$ cat config.mk
export PLATFORM = sky130hd
export DESIGN_NAME = decode_stage
export DESIGN_NICKNAME = d
export VERILOG_FILES = /design/src/rtl/rv_decode_pkg.sv /design/src/rtl/decoded_if.sv /design/src/rtl/decode_stage.sv /design/src/rtl/dispatch_reg.sv /design/src/rtl/imm_gen.sv /design/src/rtl/instr_decoder.sv
export SDC_FILE = /design/constraint.sdc
export NUM_CORES = 1
export LEC_CHECK = 0
export BUFFER_PORTS_ARGS = -buffer_cell sky130_fd_sc_hd__clkbuf_2
export CAP_MARGIN = 20
export CORE_MARGIN = 8
export CORE_UTILIZATION = 50
export CTS_CLUSTER_DIAMETER = 200
export DETAILED_ROUTE_END_ITERATION = 8
export PLACE_DENSITY = 0.94
export SKIP_LAST_GASP = 1
export SYNTH_ARGS = -nofsm -noshare
export SYNTH_HDL_FRONTEND = slang
export SYNTH_SLANG_ARGS = --single-unit
$ cat constraint.sdc
create_clock -name clk -period 4.87 [get_ports clk]
set_input_delay 0.974 -clock clk [delete_from_list [all_inputs] [get_ports clk]]
set_output_delay 0.974 -clock clk [all_outputs]
set_load 0.03 [all_outputs]
$ cat src/rtl/rv_decode_pkg.sv
`default_nettype none

package rv_decode_pkg;

    // Major opcodes, instr[6:0]
    localparam logic [6:0] op_lui     = 7'b0110111;
    localparam logic [6:0] op_auipc   = 7'b0010111;
    localparam logic [6:0] op_intimm  = 7'b0010011;
    localparam logic [6:0] op_intreg  = 7'b0110011;
    localparam logic [6:0] op_intimmw = 7'b0011011;
    localparam logic [6:0] op_intregw = 7'b0111011;
    localparam logic [6:0] op_jal     = 7'b1101111;
    localparam logic [6:0] op_jalr    = 7'b1100111;
    localparam logic [6:0] op_branch  = 7'b1100011;
    localparam logic [6:0] op_load    = 7'b0000011;
    localparam logic [6:0] op_store   = 7'b0100011;
    localparam logic [6:0] op_fence   = 7'b0001111;
    localparam logic [6:0] op_envcsr  = 7'b1110011;

    // Op type, picks the downstream pipe
    localparam logic [2:0] ot_int    = 3'd0;
    localparam logic [2:0] ot_branch = 3'd1;
    localparam logic [2:0] ot_load   = 3'd2;
    localparam logic [2:0] ot_store  = 3'd3;
    localparam logic [2:0] ot_fence  = 3'd4;
    localparam logic [2:0] ot_csr    = 3'd5;

    // ALU op, all others are funct3 as is
    localparam logic [2:0] alu_addsub = 3'd0;

    // ALU option bit
    localparam logic aluopt_add = 1'b0;
    localparam logic aluopt_sub = 1'b1;

    // Operand 1 source
    localparam logic [1:0] opr1_rs1  = 2'd0;
    localparam logic [1:0] opr1_pc   = 2'd1;
    localparam logic [1:0] opr1_zero = 2'd2;

    // Operand 2 source
    localparam logic [1:0] opr2_rs2 = 2'd0;
    localparam logic [1:0] opr2_imm = 2'd1;

    // Branch kind
    localparam logic [1:0] bt_none  = 2'd0;
    localparam logic [1:0] bt_jal   = 2'd1;
    localparam logic [1:0] bt_jalr  = 2'd2;
    localparam logic [1:0] bt_bcond = 2'd3;

    // Immediate format handed to the immediate generator
    typedef enum logic [2:0] {
        fmt_i,
        fmt_s,
        fmt_b,
        fmt_u,
        fmt_j,
        fmt_none
    } fmt_t;

    // One 32-bit word, six encodings
    typedef union packed {
        struct packed {
            logic [6:0] funct7;
            logic [4:0] rs2;
            logic [4:0] rs1;
            logic [2:0] funct3;
            logic [4:0] rd;
            logic [6:0] opcode;
        } r;
        struct packed {
            logic [11:0] imm12;
            logic [4:0]  rs1;
            logic [2:0]  funct3;
            logic [4:0]  rd;
            logic [6:0]  opcode;
        } i;
        struct packed {
            logic [6:0] imm_hi;
            logic [4:0] rs2;
            logic [4:0] rs1;
            logic [2:0] funct3;
            logic [4:0] imm_lo;
            logic [6:0] opcode;
        } s;
        struct packed {
            logic       imm12;
            logic [5:0] imm10_5;
            logic [4:0] rs2;
            logic [4:0] rs1;
            logic [2:0] funct3;
            logic [3:0] imm4_1;
            logic       imm11;
            logic [6:0] opcode;
        } b;
        struct packed {
            logic [19:0] imm20;
            logic [4:0]  rd;
            logic [6:0]  opcode;
        } u;
        struct packed {
            logic       imm20;
            logic [9:0] imm10_1;
            logic       imm11;
            logic [7:0] imm19_12;
            logic [4:0] rd;
            logic [6:0] opcode;
        } j;
    } instr_t;

endpackage

`default_nettype wire

$ cat src/rtl/decoded_if.sv
`timescale 1ns/1ps
`default_nettype none

// One decoded instruction, decoder to stage register
interface decoded_if;

    // Integer pipe controls
    logic [2:0]  op_type;
    logic [2:0]  op;
    logic        option;
    logic        truncate;
    logic [1:0]  br_type;
    // Load/store pipe controls
    logic        mem_sign;
    logic [1:0]  mem_width;
    // Shared controls
    logic [1:0]  operand1;
    logic [1:0]  operand2;
    logic [63:0] imm;
    logic        wb_en;
    logic        legal;
    logic        fencei;
    // Raw register fields
    logic [4:0]  rs1;
    logic [4:0]  rs2;
    logic [4:0]  rd;

    modport source (
        output op_type, op, option, truncate, br_type,
        output mem_sign, mem_width,
        output operand1, operand2, imm, wb_en, legal, fencei,
        output rs1, rs2, rd
    );

    modport sink (
        input op_type, op, option, truncate, br_type,
        input mem_sign, mem_width,
        input operand1, operand2, imm, wb_en, legal, fencei,
        input rs1, rs2, rd
    );

endinterface

`default_nettype wire

$ cat src/rtl/decode_stage.sv
`timescale 1ns/1ps
`default_nettype none

// Decode stage top, decoder plus one register
module decode_stage (
    input  logic        clk,
    input  logic        reset,
    input  logic        in_valid,
    input  logic [31:0] in_instr,
    input  logic [63:0] in_pc,
    input  logic        stall,
    output logic        out_valid,
    output logic        out_illegal,
    output logic [63:0] out_pc,
    output logic [2:0]  out_op_type,
    output logic [2:0]  out_op,
    output logic        out_option,
    output logic        out_truncate,
    output logic [1:0]  out_br_type,
    output logic        out_mem_sign,
    output logic [1:0]  out_mem_width,
    output logic [1:0]  out_operand1,
    output logic [1:0]  out_operand2,
    output logic [63:0] out_imm,
    output logic        out_wb_en,
    output logic        out_fencei,
    output logic [4:0]  out_rs1,
    output logic [4:0]  out_rs2,
    output logic [4:0]  out_rd
);

    // Decoded fields, valid in the same cycle as in_instr
    decoded_if dec_bus ();

    instr_decoder u_decoder (
        .instr (in_instr),
        .dec   (dec_bus)
    );

    // Capture and hold under stall
    dispatch_reg u_dispatch (
        .clk           (clk),
        .reset         (reset),
        .stall         (stall),
        .in_valid      (in_valid),
        .in_pc         (in_pc),
        .dec           (dec_bus),
        .out_valid     (out_valid),
        .out_illegal   (out_illegal),
        .out_pc        (out_pc),
        .out_op_type   (out_op_type),
        .out_op        (out_op),
        .out_option    (out_option),
        .out_truncate  (out_truncate),
        .out_br_type   (out_br_type),
        .out_mem_sign  (out_mem_sign),
        .out_mem_width (out_mem_width),
        .out_operand1  (out_operand1),
        .out_operand2  (out_operand2),
        .out_imm       (out_imm),
        .out_wb_en     (out_wb_en),
        .out_fencei    (out_fencei),
        .out_rs1       (out_rs1),
        .out_rs2       (out_rs2),
        .out_rd        (out_rd)
    );

endmodule

`default_nettype wire

$ cat src/rtl/dispatch_reg.sv
`timescale 1ns/1ps
`default_nettype none

// Decode/dispatch stage register
module dispatch_reg (
    input  logic        clk,
    input  logic        reset,
    input  logic        stall,
    input  logic        in_valid,
    input  logic [63:0] in_pc,
    decoded_if.sink     dec,
    output logic        out_valid,
    output logic        out_illegal,
    output logic [63:0] out_pc,
    output logic [2:0]  out_op_type,
    output logic [2:0]  out_op,
    output logic        out_option,
    output logic        out_truncate,
    output logic [1:0]  out_br_type,
    output logic        out_mem_sign,
    output logic [1:0]  out_mem_width,
    output logic [1:0]  out_operand1,
    output logic [1:0]  out_operand2,
    output logic [63:0] out_imm,
    output logic        out_wb_en,
    output logic        out_fencei,
    output logic [4:0]  out_rs1,
    output logic [4:0]  out_rs2,
    output logic [4:0]  out_rd
);

    always_ff @(posedge clk) begin
        if (reset) begin
            out_valid     <= 1'b0;
            out_illegal   <= 1'b0;
            out_wb_en     <= 1'b0;
            out_pc        <= 64'd0;
            out_op_type   <= 3'd0;
            out_op        <= 3'd0;
            out_option    <= 1'b0;
            out_truncate  <= 1'b0;
            out_br_type   <= 2'd0;
            out_mem_sign  <= 1'b0;
            out_mem_width <= 2'd0;
            out_operand1  <= 2'd0;
            out_operand2  <= 2'd0;
            out_imm       <= 64'd0;
            out_fencei    <= 1'b0;
            out_rs1       <= 5'd0;
            out_rs2       <= 5'd0;
            out_rd        <= 5'd0;
        end else if (!stall) begin
            out_valid     <= in_valid;
            // Exception path needs the flag only for a real instruction
            out_illegal   <= in_valid && !dec.legal;
            // Never write back from an illegal encoding
            out_wb_en     <= dec.wb_en && dec.legal;
            // PC travels with its fields
            out_pc        <= in_pc;
            out_op_type   <= dec.op_type;
            out_op        <= dec.op;
            out_option    <= dec.option;
            out_truncate  <= dec.truncate;
            out_br_type   <= dec.br_type;
            out_mem_sign  <= dec.mem_sign;
            out_mem_width <= dec.mem_width;
            out_operand1  <= dec.operand1;
            out_operand2  <= dec.operand2;
            out_imm       <= dec.imm;
            out_fencei    <= dec.fencei;
            out_rs1       <= dec.rs1;
            out_rs2       <= dec.rs2;
            out_rd        <= dec.rd;
        end
        // Stall high, everything holds
    end

endmodule

`default_nettype wire

$ cat src/rtl/imm_gen.sv
`timescale 1ns/1ps
`default_nettype none

// Sign-extended immediate for the format chosen by the decoder
module imm_gen (
    input  rv_decode_pkg::instr_t instr,
    input  rv_decode_pkg::fmt_t   fmt,
    output logic [63:0]           imm
);

    import rv_decode_pkg::*;

    always_comb begin
        case (fmt)
            fmt_i: begin
                // imm[11:0] straight from the top
                imm = {{52{instr.i.imm12[11]}}, instr.i.imm12};
            end
            fmt_s: begin
                // Split across funct7 and rd slots
                imm = {{52{instr.s.imm_hi[6]}}, instr.s.imm_hi, instr.s.imm_lo};
            end
            fmt_b: begin
                // Halfword offset, bit 0 always zero
                imm = {{51{instr.b.imm12}}, instr.b.imm12, instr.b.imm11,
                       instr.b.imm10_5, instr.b.imm4_1, 1'b0};
            end
            fmt_u: begin
                // Upper 20 bits, low 12 cleared, RV64 sign-extends the result
                imm = {{32{instr.u.imm20[19]}}, instr.u.imm20, 12'd0};
            end
            fmt_j: begin
                // Jump offset, scrambled order
                imm = {{43{instr.j.imm20}}, instr.j.imm20, instr.j.imm19_12,
                       instr.j.imm11, instr.j.imm10_1, 1'b0};
            end
            default: begin
                // No immediate
                imm = 64'd0;
            end
        endcase
    end

endmodule

`default_nettype wire

$ cat src/rtl/instr_decoder.sv
`timescale 1ns/1ps
`default_nettype none

// Purely combinational RV64I decoder
module instr_decoder (
    input  logic [31:0]     instr,
    decoded_if.source       dec
);

    import rv_decode_pkg::*;

    instr_t      word;
    fmt_t        fmt;
    logic [63:0] imm_val;
    logic [6:0]  funct7;
    logic [2:0]  funct3;

    assign word   = instr;
    assign funct7 = word.r.funct7;
    assign funct3 = word.r.funct3;

    // Register fields are always passed raw
    assign dec.rs1 = word.r.rs1;
    assign dec.rs2 = word.r.rs2;
    assign dec.rd  = word.r.rd;

    // Immediate built off the format picked below
    imm_gen u_imm_gen (
        .instr (word),
        .fmt   (fmt),
        .imm   (imm_val)
    );

    assign dec.imm = imm_val;

    always_comb begin
        // Unused fields stay zero, illegal until proven otherwise
        dec.op_type   = ot_int;
        dec.op        = alu_addsub;
        dec.option    = aluopt_add;
        dec.truncate  = 1'b0;
        dec.br_type   = bt_none;
        dec.mem_sign  = 1'b0;
        dec.mem_width = 2'd0;
        dec.operand1  = opr1_rs1;
        dec.operand2  = opr2_rs2;
        dec.wb_en     = 1'b0;
        dec.legal     = 1'b0;
        dec.fencei    = 1'b0;
        fmt           = fmt_none;

        case (word.r.opcode)
            op_lui, op_auipc: begin
                // rd = 0/pc + imm
                dec.operand1 = (word.r.opcode == op_lui) ? opr1_zero : opr1_pc;
                dec.operand2 = opr2_imm;
                fmt          = fmt_u;
                dec.wb_en    = 1'b1;
                dec.legal    = 1'b1;
            end
            op_intimm, op_intimmw: begin
                dec.op       = funct3;
                dec.truncate = (word.r.opcode == op_intimmw);
                dec.operand2 = opr2_imm;
                fmt          = fmt_i;
                dec.wb_en    = 1'b1;
                dec.legal    = 1'b1;
                // srli vs srai
                if (funct3 == 3'b101)
                    dec.option = funct7[5];
                // Shift amount is 6 bits wide, 5 bits for the W forms
                if (word.r.opcode == op_intimm) begin
                    if ((funct3 == 3'b001) && (funct7[6:1] != 6'd0))
                        dec.legal = 1'b0;
                    if ((funct3 == 3'b101) && ((funct7[6] != 1'b0) || (funct7[4:1] != 4'd0)))
                        dec.legal = 1'b0;
                end else begin
                    if ((funct3 == 3'b001) && (funct7 != 7'd0))
                        dec.legal = 1'b0;
                    else if ((funct3 == 3'b101) && ((funct7[6] != 1'b0) || (funct7[4:0] != 5'd0)))
                        dec.legal = 1'b0;
                    else if ((funct3 != 3'b000) && (funct3 != 3'b001) && (funct3 != 3'b101))
                        dec.legal = 1'b0;
                end
            end
            op_intreg: begin
                dec.op     = funct3;
                dec.option = funct7[5];
                dec.wb_en  = 1'b1;
                dec.legal  = 1'b1;
                // add/sub and srl/sra take funct7[5], everything else needs zero
                if ((funct3 == 3'b000) || (funct3 == 3'b101)) begin
                    if ((funct7[6] != 1'b0) || (funct7[4:0] != 5'd0))
                        dec.legal = 1'b0;
                end else if (funct7 != 7'd0) begin
                    dec.legal = 1'b0;
                end
            end
            op_intregw: begin
                dec.op       = funct3;
                dec.option   = funct7[5];
                dec.truncate = 1'b1;
                dec.wb_en    = 1'b1;
                dec.legal    = 1'b1;
                if ((funct3 == 3'b000) || (funct3 == 3'b101)) begin
                    if ((funct7[6] != 1'b0) || (funct7[4:0] != 5'd0))
                        dec.legal = 1'b0;
                end else if (funct3 == 3'b001) begin
                    if (funct7 != 7'd0)
                        dec.legal = 1'b0;
                end else begin
                    // mulw/divw/remw family, no M extension here
                    dec.legal = 1'b0;
                end
            end
            op_jal: begin
                // Target = pc + imm, rd gets the link
                dec.op_type  = ot_branch;
                dec.operand1 = opr1_pc;
                dec.operand2 = opr2_imm;
                dec.br_type  = bt_jal;
                fmt          = fmt_j;
                dec.wb_en    = 1'b1;
                dec.legal    = 1'b1;
            end
            op_jalr: begin
                dec.op_type  = ot_branch;
                dec.operand2 = opr2_imm;
                dec.br_type  = bt_jalr;
                fmt          = fmt_i;
                dec.wb_en    = 1'b1;
                dec.legal    = 1'b1;
            end
            op_branch: begin
                // Compare rs1 against rs2, funct3 is the condition
                dec.op_type = ot_branch;
                dec.op      = funct3;
                dec.br_type = bt_bcond;
                fmt         = fmt_b;
                dec.legal   = (funct3 != 3'b010) && (funct3 != 3'b011);
            end
            op_load: begin
                dec.op_type   = ot_load;
                dec.mem_sign  = funct3[2];
                dec.mem_width = funct3[1:0];
                dec.operand2  = opr2_imm;
                fmt           = fmt_i;
                dec.wb_en     = 1'b1;
                // No unsigned doubleword
                dec.legal     = (funct3 != 3'b111);
            end
            op_store: begin
                dec.op_type   = ot_store;
                dec.mem_sign  = funct3[2];
                dec.mem_width = funct3[1:0];
                fmt           = fmt_s;
                dec.legal     = (funct3[2] == 1'b0);
            end
            op_fence: begin
                dec.op_type = ot_fence;
                // Plain fence: fm, rs1, funct3, rd all zero
                if ((instr[31:28] == 4'd0) && (instr[19:7] == 13'd0)) begin
                    dec.legal = 1'b1;
                end else if (instr[31:7] == 25'b0000000000000000000100000) begin
                    dec.fencei = 1'b1;
                    dec.legal  = 1'b1;
                end
            end
            op_envcsr: begin
                // No CSR unit yet, treat as nop and flag ecall only
                dec.op_type  = ot_csr;
                dec.operand1 = opr1_zero;
                dec.operand2 = opr2_imm;
                dec.option   = (instr == 32'h0000_0073);
                dec.legal    = 1'b1;
            end
            default: begin
                // Unknown opcode, defaults already say illegal
            end
        endcase
    end

endmodule

`default_nettype wire

==> reports/qor.yml <==
yosys:
  synth.area.top_cells: "dfxtp_1 (48%), mux2i_1 (15%), nor2_1 (7.3%)"
  synth_top_area_share_pct: 47.6
  synth_seq_cells: 131
  async_flop_share_pct: 0
  synth_cell_types: 49
  yosysMostFrequentCell: "dfxtp_1"
  synth_edf_count: 0
  synth_warnings: 0
  synth_largest_area_cell: "dfxtp_1"
  synth_fp_nets: 711
  syn_inst: 611
  yosysSeqAreaShare_pct: 47.6
  syn_area_sq_um: 5510
  synth_ff_type: "dfxtp_1"
  syn_area_per_cell_sq_um: 9.01
  synth_common_cells: "dfxtp_1 (131), nor2_1 (107), mux2i_1 (80), a21oi_1 (47), nand2_1 (44)"
grt:
  grt_pass1_wl_um: 25500
  grt_pass1_vias: 5047
  grt-ovfl-total: 0
  top_usage_layer: "met2"
  grt_max_degree: 85
  grt_use_met2_pct: 35.8
  grt_use_met1_pct: 24.4
  grt_usage_pct: 21.8
  antenna_found_initial: 0
  grt_util_met3_pct: 9.21
power_and_ir_drop:
  pwr-share-clk_pct: 48.4
  intPower_mw: 2.16
  p_sw_mw: 0.693
  comb_power_share_pct: 11.8
  p_per_area_nw_per_um2: 394
  seqPwrFrac_pct: 39.8
  leakagePower_nw: 3.51
  max-vdd-ir-drop_mv: 0.292
  switching_share_pct: 24.3
sta:
  grt_setup_unrepaired: "false"
  period_share_pct: 56.4
  hold_viol: 0
  setup_violations: 0
  fin_crit_ps: 2750
  max-slew-margin-rel_pct: 39.5
  tightest_slew_ps: 906
  fmax_mhz: 364
  tns_ps: 0
  slew_violations: 0
  clock_skew_ps: 0
worst_setup_path:
  cp_slowest_cell: "dfxtp_1"
  cp-start-kind: "flip-flop"
  cp_num_buf_inv: 1
  path_cells: "clkbuf_2"
  cpLargestDelayFamily: "flip-flops"
  slowest_delay_ps: 910
  crit_fanout: 34
  cp.arrival_ps: 1770
  setup.worst_path.class: "reg -> out"
  cp.required_ps: 3900
  crit_path_end_kind: "output pin"
clocking:
  ctsHtreeMaxLevel: 4
  ctsHoldBuffers: 0
  post_cts_resized: 0
  cts-buffers-inserted: 17
  cts_buffer_depth: 2
  cts-root-buf: "clkbuf_8"
  clk_pin_slew_worst_paths_ps: 60
  clk_latency_ps: 510
  cts.sinks: 131
  cts_setup_buffers: 0
  cts_tree: "yes"
drt:
  wirelength_um: 16500
  drc: 0
  vias_per_cell: 5.27
  ant_nets: 0
  dr.pass1.iters: 6
  wl_per_cell_um: 17.0
  drt_iter0_markers: 424
  vias: 5114
floorplan:
  initial_core_util_pct: 51.0
  ioPinCount: 264
  die_area_sq_um: 14600
  core_area_sq_um: 10800
  row_count: 38
  die_y_um: 121
  die_width_um: 121
placement:
  post_dp_cell_area_sq_um: 6600
  dp_hpwl_um: 12200
  gp_congestion: 0.916
  io_buffers: 262
outcome:
  status: "completed"
layout:
  antenna_cells: 0
  fin_area_sq_um: 7240
  fillerInstances: 825
  multi_input_area_sq_um: 2450
  regArea_sq_um: 2620
  syn_to_final_growth_pct: 31.5
  drive_gt1_share_pct: 36.3
  fin_nets: 919
  postLayoutCoreUtil_pct: 67.1
worst_hold_path:
  hold_path.class: "reg -> reg"
flow_run:
  drv_cap: 0
routing by layer:
layer | share of wire (%) | wire, um | up-vias
li1 | - | - | 2493
met4 | 2.3 | 373 | 0
met3 | 11 | 1870 | 27
met5 | 0 | 0 | -
met2 | 48 | 7870 | 266
met1 | 39 | 6360 | 2328
metrics by stage:
stage	setup WS, ps	power [mW]	instances	hold WS [ps]
CTS	2070	2.88	970	455
detailed placement	1960	1.50	940	442
floorplan	2480	1.38	611	572
finish	2120	2.86	970	454
global placement	2010	1.49	940	436
global route	1970	2.96	970	475
flip-flops by register name (all words and copies together), names as in the netlist, 2 cells and up:
register                  cells
u_dispatch.out_br_type        2
u_dispatch.out_imm           32
u_dispatch.out_mem_width      2
u_dispatch.out_op             3
u_dispatch.out_op_type        3
u_dispatch.out_operand1       2
u_dispatch.out_pc            64
u_dispatch.out_rd             5
u_dispatch.out_rs1            5
u_dispatch.out_rs2            5
worst paths after layout:
path                                from                endpoint  slack [ps]  depth (start not counted)
setup / recovery  u_dispatch.out_imm[62]             out_imm[42]        2120                          1
hold / removal     u_dispatch.out_imm[4]   u_dispatch.out_imm[4]         450                          2
setup reg to reg  u_dispatch.out_imm[62]  u_dispatch.out_imm[62]        3620                          2
hold reg to reg    u_dispatch.out_imm[4]   u_dispatch.out_imm[4]         450                          2
kinds of logic (layout without fill, tap and decap cells):
group | after synthesis | count (layout) | share of synthesized area (%)
other cells | 1 | 1 | 0.0681
mux | 80 | 80 | 14.5
buf+inv | 78 | 297 | 7.88
flops | 131 | 131 | 47.6
xor+xnor | 1 | 1 | 0.159
compound gates | 108 | 108 | 11.5
simple gates | 212 | 212 | 18.2
final cells by class:
type | count | share of cell area [%]
clock buffer | 22 | 6.53
sequential | 131 | 36.2
tap | 140 | 2.42
inverter | 2 | 0.104
clock inverter | 8 | 2.38
timing repair buffer | 265 | 18.5
multi-input combinational | 402 | 33.8
placed cells by master, fill, tap and decap left out, types with 5 or more instances in the layout:
master	instances
a21oi_1	47
a22oi_1	11
bufinv_16	5
clkbuf_16	16
clkbuf_2	260
clkbuf_8	5
dfxtp_1	131
mux2i_1	80
nand2_1	44
nand3b_1	7
nor2_1	107
nor2b_1	9
nor3_1	5
nor4_1	6
nor4b_1	5
o21ai_0	15
o21ai_1	14
power groups by stage:
stage               Combinational, mW  Clock (mW)  Sequential, mW
floorplan                       0.141           0            1.24
global placement                0.332           0            1.16
detailed placement              0.338           0            1.16
CTS                             0.339        1.40            1.14
global route                    0.362        1.45            1.14
finish                          0.338        1.38            1.14
Note: power is estimated with default switching activity, not from simulation.
